===== config.mk =====
export PLATFORM = sky130hd
export DESIGN_NAME = micro16_top
export DESIGN_NICKNAME = d
export VERILOG_FILES = /design/src/hdl/mem_map_pkg.sv /design/src/hdl/isa_pkg.sv /design/src/hdl/micro16_top.sv /design/src/hdl/memory_stage.sv /design/src/hdl/execute_stage.sv /design/src/hdl/operand_stage.sv /design/src/hdl/fetch_stage.sv
export SDC_FILE = /design/constraint.sdc
export NUM_CORES = 2
export LEC_CHECK = 0
export BUFFER_PORTS_ARGS = -buffer_cell sky130_fd_sc_hd__buf_4
export CAP_MARGIN = 20
export CORE_ASPECT_RATIO = 0.6
export CORE_MARGIN = 2
export CORE_UTILIZATION = 34
export DETAILED_ROUTE_END_ITERATION = 6
export HOLD_SLACK_MARGIN = 0.12
export PLACE_DENSITY = 0.59
export SLEW_MARGIN = 5
export SYNTH_ARGS = -nofsm -noshare
export SYNTH_HDL_FRONTEND = slang
export SYNTH_SLANG_ARGS = --single-unit

===== constraint.sdc =====
create_clock -name clk -period 7.83 [get_ports clk]
set_clock_uncertainty 0.15 [all_clocks]
set_input_delay 0.783 -clock clk [delete_from_list [all_inputs] [get_ports clk]]
set_output_delay 0.783 -clock clk [all_outputs]
set_load 0.005 [all_outputs]

===== src/hdl/mem_map_pkg.sv =====
/* Data word and data address map. Addresses outside the scratch and special
   register ranges go to the peripheral bus */
package mem_map_pkg;

    localparam int DATA_WIDTH = 16;

    typedef logic [DATA_WIDTH-1:0] data_t;

    // Local scratch memory
    localparam data_t TIM_BASE = 16'h0000;
    localparam data_t TIM_LAST = 16'h003F;

    // Read-only special registers, register 0 holds the core number
    localparam data_t SREG_BASE = 16'h0040;
    localparam data_t SREG_LAST = 16'h0047;

    localparam int TIM_DEPTH  = int'(TIM_LAST - TIM_BASE) + 1;
    localparam int SREG_COUNT = int'(SREG_LAST - SREG_BASE) + 1;

endpackage


===== src/hdl/isa_pkg.sv =====
/* Instruction set of the 16-bit core. Opcodes that are not listed execute as NOP,
   and branch conditions that are not listed never branch */
package isa_pkg;

    typedef enum logic [4:0] {
        OP_NOP   = 5'd0,
        OP_LW    = 5'd1,
        OP_SW    = 5'd2,
        OP_MOV   = 5'd3,
        OP_MOVI  = 5'd4,
        OP_ARITH = 5'd5,
        OP_BIT   = 5'd6,
        OP_CMP   = 5'd7,
        OP_BR    = 5'd8,
        OP_HALT  = 5'd9
    } opcode_e;

    // Register view, used by everything except MOVI and BR
    typedef struct packed {
        opcode_e    opcode;
        logic [2:0] rd;
        logic [2:0] ra;
        logic [4:0] simm5;
    } instr_reg_t;

    // Immediate view for MOVI and BR
    typedef struct packed {
        opcode_e    opcode;
        logic [2:0] rd;
        logic [7:0] imm8;
    } instr_imm_t;

    typedef union packed {
        instr_reg_t r;
        instr_imm_t i;
    } instr_t;

    typedef enum logic [3:0] {
        ALU_PASS_B, ALU_ADD, ALU_SUB, ALU_OR, ALU_XOR, ALU_AND,
        ALU_NOT, ALU_SHL, ALU_SHR, ALU_CMP, ALU_ZERO
    } alu_op_e;

    // ARITH sub-ops in simm5; bit 4 clear means add-immediate
    localparam logic [4:0] ARITH_ADD = 5'd16;
    localparam logic [4:0] ARITH_SUB = 5'd17;

    // BIT sub-ops in simm5
    localparam logic [4:0] BIT_OR  = 5'd0;
    localparam logic [4:0] BIT_XOR = 5'd1;
    localparam logic [4:0] BIT_AND = 5'd2;
    localparam logic [4:0] BIT_NOT = 5'd3;
    localparam logic [4:0] BIT_SHL = 5'd4;
    localparam logic [4:0] BIT_SHR = 5'd5;

    // Branch condition, carried in imm8 of BR
    typedef enum logic [7:0] {
        BR_ALWAYS = 8'd0,
        BR_EQ     = 8'd1,
        BR_LT     = 8'd2
    } br_cond_e;

    // Compare flag word
    localparam int FLAG_WIDTH = 3;
    localparam int FLAG_Z     = 1;
    localparam int FLAG_L     = 2;

endpackage

===== src/hdl/micro16_top.sv =====
/* Multicycle core with one instruction in flight. Program is loaded through the
   prog port while reset is high; the peripheral bus stalls the core on pready */
`timescale 1ns/1ps

module micro16_top #(
    parameter int INSTR_DEPTH = 64,
    parameter int CORE_ID     = 0
) (
    input  logic                           clk,
    input  logic                           reset,
    input  logic                           prog_we,
    input  logic [$clog2(INSTR_DEPTH)-1:0] prog_addr,
    input  isa_pkg::instr_t                prog_data,
    input  mem_map_pkg::data_t             prdata,
    input  logic                           pready,
    output logic [$clog2(INSTR_DEPTH)-1:0] pc,
    output logic                           halted,
    output mem_map_pkg::data_t             paddr,
    output logic                           pwrite,
    output logic                           psel,
    output logic                           penable,
    output mem_map_pkg::data_t             pwdata
);

    // Fetch to operand
    logic                issue;
    isa_pkg::instr_t     instr;
    logic                retire;

    // Operand to execute
    logic                op_valid;
    isa_pkg::alu_op_e    alu_op;
    mem_map_pkg::data_t  a;
    mem_map_pkg::data_t  b;
    logic                is_load;
    logic                is_store;
    logic                writes_reg;
    isa_pkg::br_cond_e   br_cond;
    logic                is_branch;
    logic                is_cmp;
    logic [4:0]          mem_offset;

    // Execute to memory and fetch
    logic                ex_valid;
    mem_map_pkg::data_t  result;
    mem_map_pkg::data_t  store_data;
    logic                mem_read;
    logic                mem_write;
    logic                reg_write;
    logic                branch_taken;
    mem_map_pkg::data_t  branch_target;

    // Memory to write-back
    logic                wb_valid;
    mem_map_pkg::data_t  wb_data;
    logic                wb_enable;

    fetch_stage #(.INSTR_DEPTH(INSTR_DEPTH)) u_fetch_stage (.*);

    operand_stage u_operand_stage (.*);

    execute_stage u_execute_stage (.*);

    memory_stage #(.CORE_ID(CORE_ID)) u_memory_stage (.*);

endmodule


===== src/hdl/memory_stage.sv =====
/* Scratch and special register accesses complete in one cycle. Bus accesses
   wait for pready, which may stay low for any number of cycles */
`timescale 1ns/1ps

module memory_stage #(
    parameter int CORE_ID = 0
) (
    input  logic               clk,
    input  logic               reset,
    input  logic               ex_valid,
    input  mem_map_pkg::data_t result,
    input  mem_map_pkg::data_t store_data,
    input  logic               mem_read,
    input  logic               mem_write,
    input  logic               reg_write,
    input  mem_map_pkg::data_t prdata,
    input  logic               pready,
    output logic               wb_valid,
    output mem_map_pkg::data_t wb_data,
    output logic               wb_enable,
    output mem_map_pkg::data_t paddr,
    output logic               pwrite,
    output logic               psel,
    output logic               penable,
    output mem_map_pkg::data_t pwdata
);

    localparam int TIM_BITS  = $clog2(mem_map_pkg::TIM_DEPTH);
    localparam int SREG_BITS = $clog2(mem_map_pkg::SREG_COUNT);

    mem_map_pkg::data_t   scratch [mem_map_pkg::TIM_DEPTH];
    logic                 tim_hit;
    logic                 sreg_hit;
    logic                 bus_hit;
    logic                 bus_done;
    logic [TIM_BITS-1:0]  tim_index;
    logic [SREG_BITS-1:0] sreg_index;

    // Address decode
    assign tim_hit    = result >= mem_map_pkg::TIM_BASE && result <= mem_map_pkg::TIM_LAST;
    assign sreg_hit   = result >= mem_map_pkg::SREG_BASE && result <= mem_map_pkg::SREG_LAST;
    assign bus_hit    = (mem_read || mem_write) && !tim_hit && !sreg_hit;
    assign tim_index  = TIM_BITS'(result - mem_map_pkg::TIM_BASE);
    assign sreg_index = SREG_BITS'(result - mem_map_pkg::SREG_BASE);
    assign bus_done   = psel && penable && pready;

    // Bus master and write-back strobe
    always_ff @(posedge clk) begin
        if (reset) begin
            wb_valid  <= 1'b0;
            wb_enable <= 1'b0;
            psel      <= 1'b0;
            penable   <= 1'b0;
            pwrite    <= 1'b0;
        end else begin
            wb_valid <= 1'b0;
            if (ex_valid) begin
                wb_enable <= reg_write;
                if (bus_hit) begin
                    psel   <= 1'b1;
                    pwrite <= mem_write;
                end else begin
                    wb_valid <= 1'b1;
                end
            end else if (psel && !penable) begin
                penable <= 1'b1;
            end else if (bus_done) begin
                psel     <= 1'b0;
                penable  <= 1'b0;
                pwrite   <= 1'b0;
                wb_valid <= 1'b1;
            end
        end
    end

    always_ff @(posedge clk) begin
        if (ex_valid) begin
            paddr  <= result;
            pwdata <= store_data;
            if (tim_hit && mem_write) begin
                scratch[tim_index] <= store_data;
            end
            if (!mem_read) begin
                wb_data <= result;
            end else if (tim_hit) begin
                wb_data <= scratch[tim_index];
            end else if (sreg_hit) begin
                // Only register 0 is defined, the rest read as zero
                wb_data <= (sreg_index == '0) ? mem_map_pkg::data_t'(CORE_ID) : '0;
            end
        end else if (bus_done) begin
            wb_data <= prdata;
        end
    end

endmodule


===== src/hdl/execute_stage.sv =====
/* ALU, compare flags and branch decision. Loads and stores produce the address
   b plus the signed offset; a branch target is taken from a */
`timescale 1ns/1ps

module execute_stage (
    input  logic               clk,
    input  logic               reset,
    input  logic               op_valid,
    input  isa_pkg::alu_op_e   alu_op,
    input  mem_map_pkg::data_t a,
    input  mem_map_pkg::data_t b,
    input  logic               is_load,
    input  logic               is_store,
    input  logic               writes_reg,
    input  isa_pkg::br_cond_e  br_cond,
    input  logic               is_branch,
    input  logic               is_cmp,
    input  logic [4:0]         mem_offset,
    output logic               ex_valid,
    output mem_map_pkg::data_t result,
    output mem_map_pkg::data_t store_data,
    output logic               mem_read,
    output logic               mem_write,
    output logic               reg_write,
    output logic               branch_taken,
    output mem_map_pkg::data_t branch_target
);

    logic [isa_pkg::FLAG_WIDTH-1:0] flags;
    mem_map_pkg::data_t             alu_c;
    mem_map_pkg::data_t             addr;
    logic                           cond_met;

    assign addr = b + mem_map_pkg::data_t'($signed(mem_offset));

    always_comb begin
        alu_c = '0;
        case (alu_op)
            isa_pkg::ALU_PASS_B: alu_c = b;
            isa_pkg::ALU_ADD:    alu_c = a + b;
            isa_pkg::ALU_SUB:    alu_c = a - b;
            isa_pkg::ALU_OR:     alu_c = a | b;
            isa_pkg::ALU_XOR:    alu_c = a ^ b;
            isa_pkg::ALU_AND:    alu_c = a & b;
            isa_pkg::ALU_NOT:    alu_c = ~b;
            isa_pkg::ALU_SHL:    alu_c = a << b;
            isa_pkg::ALU_SHR:    alu_c = a >> b;
            isa_pkg::ALU_CMP: begin
                alu_c[isa_pkg::FLAG_Z] = a == b;
                alu_c[isa_pkg::FLAG_L] = a < b;
            end
            default:             alu_c = '0;
        endcase
    end

    // Condition against flags left by the last CMP
    always_comb begin
        case (br_cond)
            isa_pkg::BR_ALWAYS: cond_met = 1'b1;
            isa_pkg::BR_EQ:     cond_met = flags[isa_pkg::FLAG_Z];
            isa_pkg::BR_LT:     cond_met = flags[isa_pkg::FLAG_L];
            default:            cond_met = 1'b0;
        endcase
    end

    always_ff @(posedge clk) begin
        if (reset) begin
            ex_valid     <= 1'b0;
            mem_read     <= 1'b0;
            mem_write    <= 1'b0;
            reg_write    <= 1'b0;
            branch_taken <= 1'b0;
            flags        <= '0;
        end else begin
            ex_valid <= op_valid;
            if (op_valid) begin
                mem_read     <= is_load;
                mem_write    <= is_store;
                reg_write    <= writes_reg;
                branch_taken <= is_branch && cond_met;
                if (is_cmp) begin
                    flags <= alu_c[isa_pkg::FLAG_WIDTH-1:0];
                end
            end
        end
    end

    always_ff @(posedge clk) begin
        if (op_valid) begin
            result        <= (is_load || is_store) ? addr : alu_c;
            store_data    <= a;
            branch_target <= a;
        end
    end

endmodule


===== src/hdl/operand_stage.sv =====
/* Decode and eight-entry register file. R[rd] is read in the issue cycle and the
   second operand one cycle later; write-back retires the instruction */
`timescale 1ns/1ps

module operand_stage (
    input  logic               clk,
    input  logic               reset,
    input  logic               issue,
    input  isa_pkg::instr_t    instr,
    input  logic               wb_valid,
    input  logic               wb_enable,
    input  mem_map_pkg::data_t wb_data,
    output logic               op_valid,
    output isa_pkg::alu_op_e   alu_op,
    output mem_map_pkg::data_t a,
    output mem_map_pkg::data_t b,
    output logic               is_load,
    output logic               is_store,
    output logic               writes_reg,
    output isa_pkg::br_cond_e  br_cond,
    output logic               is_branch,
    output logic               is_cmp,
    output logic [4:0]         mem_offset,
    output logic               retire
);

    isa_pkg::opcode_e   opcode;
    logic [4:0]         simm5;
    logic               add_imm;
    logic               read_b;
    logic [2:0]         wb_rd;
    mem_map_pkg::data_t regs [8];

    assign opcode     = instr.r.opcode;
    assign simm5      = instr.r.simm5;
    assign add_imm    = opcode == isa_pkg::OP_ARITH && !simm5[4];
    assign is_load    = opcode == isa_pkg::OP_LW;
    assign is_store   = opcode == isa_pkg::OP_SW;
    assign is_branch  = opcode == isa_pkg::OP_BR;
    assign is_cmp     = opcode == isa_pkg::OP_CMP;
    assign writes_reg = opcode inside {isa_pkg::OP_LW, isa_pkg::OP_MOV, isa_pkg::OP_MOVI,
                                       isa_pkg::OP_ARITH, isa_pkg::OP_BIT};
    assign br_cond    = isa_pkg::br_cond_e'(instr.i.imm8);
    assign mem_offset = simm5;
    assign retire     = wb_valid;

    always_comb begin
        alu_op = isa_pkg::ALU_ZERO;
        case (opcode)
            isa_pkg::OP_LW, isa_pkg::OP_SW,
            isa_pkg::OP_MOV, isa_pkg::OP_MOVI: alu_op = isa_pkg::ALU_PASS_B;
            isa_pkg::OP_CMP:                   alu_op = isa_pkg::ALU_CMP;
            isa_pkg::OP_ARITH: begin
                if (add_imm || simm5 == isa_pkg::ARITH_ADD) begin
                    alu_op = isa_pkg::ALU_ADD;
                end else if (simm5 == isa_pkg::ARITH_SUB) begin
                    alu_op = isa_pkg::ALU_SUB;
                end
            end
            isa_pkg::OP_BIT: begin
                case (simm5)
                    isa_pkg::BIT_OR:  alu_op = isa_pkg::ALU_OR;
                    isa_pkg::BIT_XOR: alu_op = isa_pkg::ALU_XOR;
                    isa_pkg::BIT_AND: alu_op = isa_pkg::ALU_AND;
                    isa_pkg::BIT_NOT: alu_op = isa_pkg::ALU_NOT;
                    isa_pkg::BIT_SHL: alu_op = isa_pkg::ALU_SHL;
                    isa_pkg::BIT_SHR: alu_op = isa_pkg::ALU_SHR;
                    default:          alu_op = isa_pkg::ALU_ZERO;
                endcase
            end
            default: alu_op = isa_pkg::ALU_ZERO;
        endcase
    end

    always_ff @(posedge clk) begin
        if (reset) begin
            for (int i = 0; i < 8; i++) begin
                regs[i] <= '0;
            end
        end else if (wb_valid && wb_enable) begin
            regs[wb_rd] <= wb_data;
        end
    end

    always_ff @(posedge clk) begin
        if (reset) begin
            read_b   <= 1'b0;
            op_valid <= 1'b0;
        end else begin
            read_b   <= issue;
            op_valid <= read_b;
        end
    end

    // Operand capture over two cycles
    always_ff @(posedge clk) begin
        if (issue) begin
            a     <= regs[instr.r.rd];
            wb_rd <= instr.r.rd;
        end
        if (read_b) begin
            if (opcode == isa_pkg::OP_MOVI || opcode == isa_pkg::OP_BR) begin
                b <= mem_map_pkg::data_t'(instr.i.imm8);
            end else if (add_imm) begin
                b <= regs[instr.r.ra] + mem_map_pkg::data_t'(simm5[3:0]);
            end else begin
                b <= regs[instr.r.ra];
            end
        end
    end

endmodule


===== src/hdl/fetch_stage.sv =====
/* INSTR_DEPTH must be a power of two. Program words load only during reset, and
   a fetched HALT stops issue until the next reset */
`timescale 1ns/1ps

module fetch_stage #(
    parameter int INSTR_DEPTH = 64
) (
    input  logic                           clk,
    input  logic                           reset,
    input  logic                           prog_we,
    input  logic [$clog2(INSTR_DEPTH)-1:0] prog_addr,
    input  isa_pkg::instr_t                prog_data,
    input  logic                           retire,
    input  logic                           branch_taken,
    input  mem_map_pkg::data_t             branch_target,
    output logic                           issue,
    output isa_pkg::instr_t                instr,
    output logic [$clog2(INSTR_DEPTH)-1:0] pc,
    output logic                           halted
);

    localparam int ADDR_BITS = $clog2(INSTR_DEPTH);

    isa_pkg::instr_t imem [INSTR_DEPTH];
    isa_pkg::instr_t fetched;
    logic            read_en;
    logic            is_halt;

    assign fetched = imem[pc];
    assign is_halt = fetched.r.opcode == isa_pkg::OP_HALT;

    // Load port, open only while the core is held in reset
    always_ff @(posedge clk) begin
        if (reset && prog_we) begin
            imem[prog_addr] <= prog_data;
        end
    end

    always_ff @(posedge clk) begin
        if (read_en) begin
            instr <= fetched;
        end
    end

    always_ff @(posedge clk) begin
        if (reset) begin
            read_en <= 1'b1;
            issue   <= 1'b0;
            halted  <= 1'b0;
            pc      <= '0;
        end else begin
            // Read one cycle, issue the next
            issue   <= read_en && !is_halt;
            read_en <= retire;
            if (read_en && is_halt) begin
                halted <= 1'b1;
            end
            if (retire) begin
                if (branch_taken) begin
                    pc <= branch_target[ADDR_BITS-1:0];
                end else if (pc != ADDR_BITS'(INSTR_DEPTH - 1)) begin
                    pc <= pc + 1'b1;
                end
            end
        end
    end

endmodule


==> out/results.ini <==
[status]
status=completed

[clock_tree]
htree_levels=4
clock_path_buffers=4
numCtsBuffers=226
clkTransAtPathRegs_ps=60
clock_latency_ps=910
clockRootBuffer=clkbuf_16
cts.sinks=2345
cts_tree=built

[worst_setup_path]
path_class=reg -> reg
critPathRequiredTime_ps=8200
end_kind=flip-flop
path_max_fanout=53
start_kind=flip-flop
reg2reg_from=u_operand_stage.b[2]
setup.worst_path.start=u_operand_stage.b[2]
worst_ep_arrival_time_ps=5440

[global_routing]
grt_pass1_vias=47900
antenna_found_initial=10
gr-usage-all-layers_pct=17.7
grt_pass1_wl_um=366000
gr-total-overflow=0
grt_max_degree=129

[synthesis]
syn_area_um2=96100
synth_async_sr_flop_share_pct=0
ys.flop_type=edfxtp_1
post-synth-top-count-cell=edfxtp_1
syn_nets=4759
ys_top_cells_by_area=edfxtp_1 72%, mux4_2 18%, nor2_1 0.96%, ha_1 0.88%, and2_1 0.88%
syn_avg_cell_area_um2=20.7
synth_top_area_share_pct=72.1
yosys-top-cells-count=2307 x edfxtp_1, 748 x mux4_2, 247 x nor2_1
synth_seq_cells=2345
ys_types=89
netlist_instances=4645
synth_enable_flop_cells=2307
synth.largest_area_cell=edfxtp_1
yosysWarnings=0
ys_seq_area_share_pct=72.8

[sta]
hold_violations=0
slew_headroom_pct=23.2
worstMarginPinSlew_ps=1150
setup_violations=0
fin_crit_sh_pct=64.8
finalMaxSlewViolations=0
whs_ps=175
fmax_mhz=197
finalCriticalPeriod_ps=5070
rsz0062_at_grt=no
setup_tns_ps=0

[placement]
hpwl_um=157000
place_congestion=0.930
port_buffers=83

[power]
power_density_nw_per_um2=232
total_leakage_power_nw=33.9
vdd_drop_max_v=0.000186
total_power_mw=25.5

[min_path]
min_from=prdata[6]
min_path_type=in -> reg

[layout]
final_util_pct=39.0
fin_nets=5037
drive_gt1_share_pct=30.6
area.growth.synth_to_final_pct=14.1

[drt]
num_vias=49300
wirelength_um=259000
antenna_left=0
dr.first_iter.drc_count=7363
wire_per_inst_um=29.3
first_pass_iters=6
remaining_drc_errors=0
vias_per_cell=5.57

[floorplanning]
chipHeight_um=416
ioPinCount=84
initial_utilization_pct=34.1
num_rows=151
core-area_um2=282000
fp.dieArea_um2=287000
die_w_um=691

[flow_run]
cap_violations=0

[state kept, by name, summed over array words and instances (netlist names), 2 cells and up, named ones only]
signal	count
u_memory_stage.scratch	1024
u_execute_stage.result	16
u_execute_stage.flags	2
u_fetch_stage.pc	6
u_memory_stage.pwdata	16
u_fetch_stage.instr	16
u_memory_stage.wb_data	16
u_operand_stage.wb_rd	3
u_operand_stage.regs	128
u_memory_stage.paddr	16
u_fetch_stage.imem	1024
u_execute_stage.store_data	16
u_operand_stage.b	16
u_operand_stage.a	16
[stage by stage]
stage                     area, um^2  setup slack, ps  cells
after floorplan                96100             3550   4645
after global placement        102000             2970   8422
after detailed placement      102000             2930   8429
after CTS                     110000             2920   8846
after global routing          110000             2530   8854
final                         110000             2760   8858
[placed cells by master (no fill, tap or decap), types with 31 or more instances in the layout]
cell	count
buf_4	275
mux4_2	748
mux2i_1	37
and2_1	135
mux2_2	31
clkbuf_1	41
nand2_1	105
edfxtp_1	2307
ha_1	68
clkbuf_16	228
a21oi_1	74
nor2_2	111
o21ai_0	81
clkinv_1	53
clkinv_2	47
inv_1	70
nor2_1	136
nand3_1	40
[layout make-up]
| cell class | instances | area, um^2 |
|---|---|---|
| Multi-Input combinational cell | 1974 | 25000 |
| Clock buffer | 272 | 5900 |
| Clock inverter | 138 | 1210 |
| Timing Repair Buffer | 303 | 2530 |
| Fill cell | 25000 | 172000 |
| Antenna cell | 5 | 12.5 |
| Sequential cell | 2345 | 70100 |
| Inverter | 73 | 274 |
| Tap cell | 3748 | 4690 |
[logic make-up (layout without fill, tap and decap cells)]
kind of cell             Yosys count  after routing  synth area share [%]
AND/OR/NAND/NOR                  685            685                  3.56
AO/OA/AOI/OAI                    358            358                  2.52
other                              0              5                     0
flip-flops                      2345           2345                  72.8
buffers and inverters            326            786                  1.44
adder cells (fa/ha/maj)           72             72                 0.968
XOR/XNOR                          42             42                 0.383
multiplexers                     817            817                  18.3
[final timing paths]
path                                              endpoint  slack [ps]  cells after the start
worst max-delay path            u_execute_stage.result[11]        2760                     12
worst min-delay path             u_memory_stage.wb_data[6]         170                      3
worst max register to register  u_execute_stage.result[11]        2760                     12
worst min register to register         u_memory_stage.psel         320                      2
[where the power goes]
part | switching (mW) | leakage, nW | total [mW] | internal (mW)
combinational | 0.597 | 9.14 | 0.961 | 0.363
clock | 4.68 | 3.49 | 10.7 | 5.98
sequential | 0.0729 | 21.3 | 13.9 | 13.8
total | 5.36 | 33.9 | 25.5 | 20.1
[per-layer routing]
| layer | track usage, % | vias up | part of all wire [%] |
|---|---|---|---|
| li1 | - | 19900 | - |
| met2 | 24.6 | 2351 | 42 |
| met3 | 3.21 | 293 | 9.4 |
| met1 | 28.6 | 26700 | 47 |
| met4 | 3.38 | 2 | 1.7 |
| met5 | 0 | - | 0.0027 |
[worst max-delay path, stage by stage (launching register included)]
cell and delay [ps]:
edfxtp_1 330, buf_4 440, inv_2 350, ha_1 520, and3_1 210, a2111oi_2 550
o21a_1 290, o31ai_1 170, a21oi_1 210, xnor2_1 140, nor2_1 50, o41ai_1 890
o21ai_0 370
[what timing repair did]
| action | 4_1_cts | 5_1_grt |
|---|---|---|
| setup buffers | 0 | 0 |
| hold buffers | 7 | 0 |
| endpoints found under the hold margin | 7 | 0 |
| resized for setup | 0 | 0 |
(Power assumes the default switching activity.)
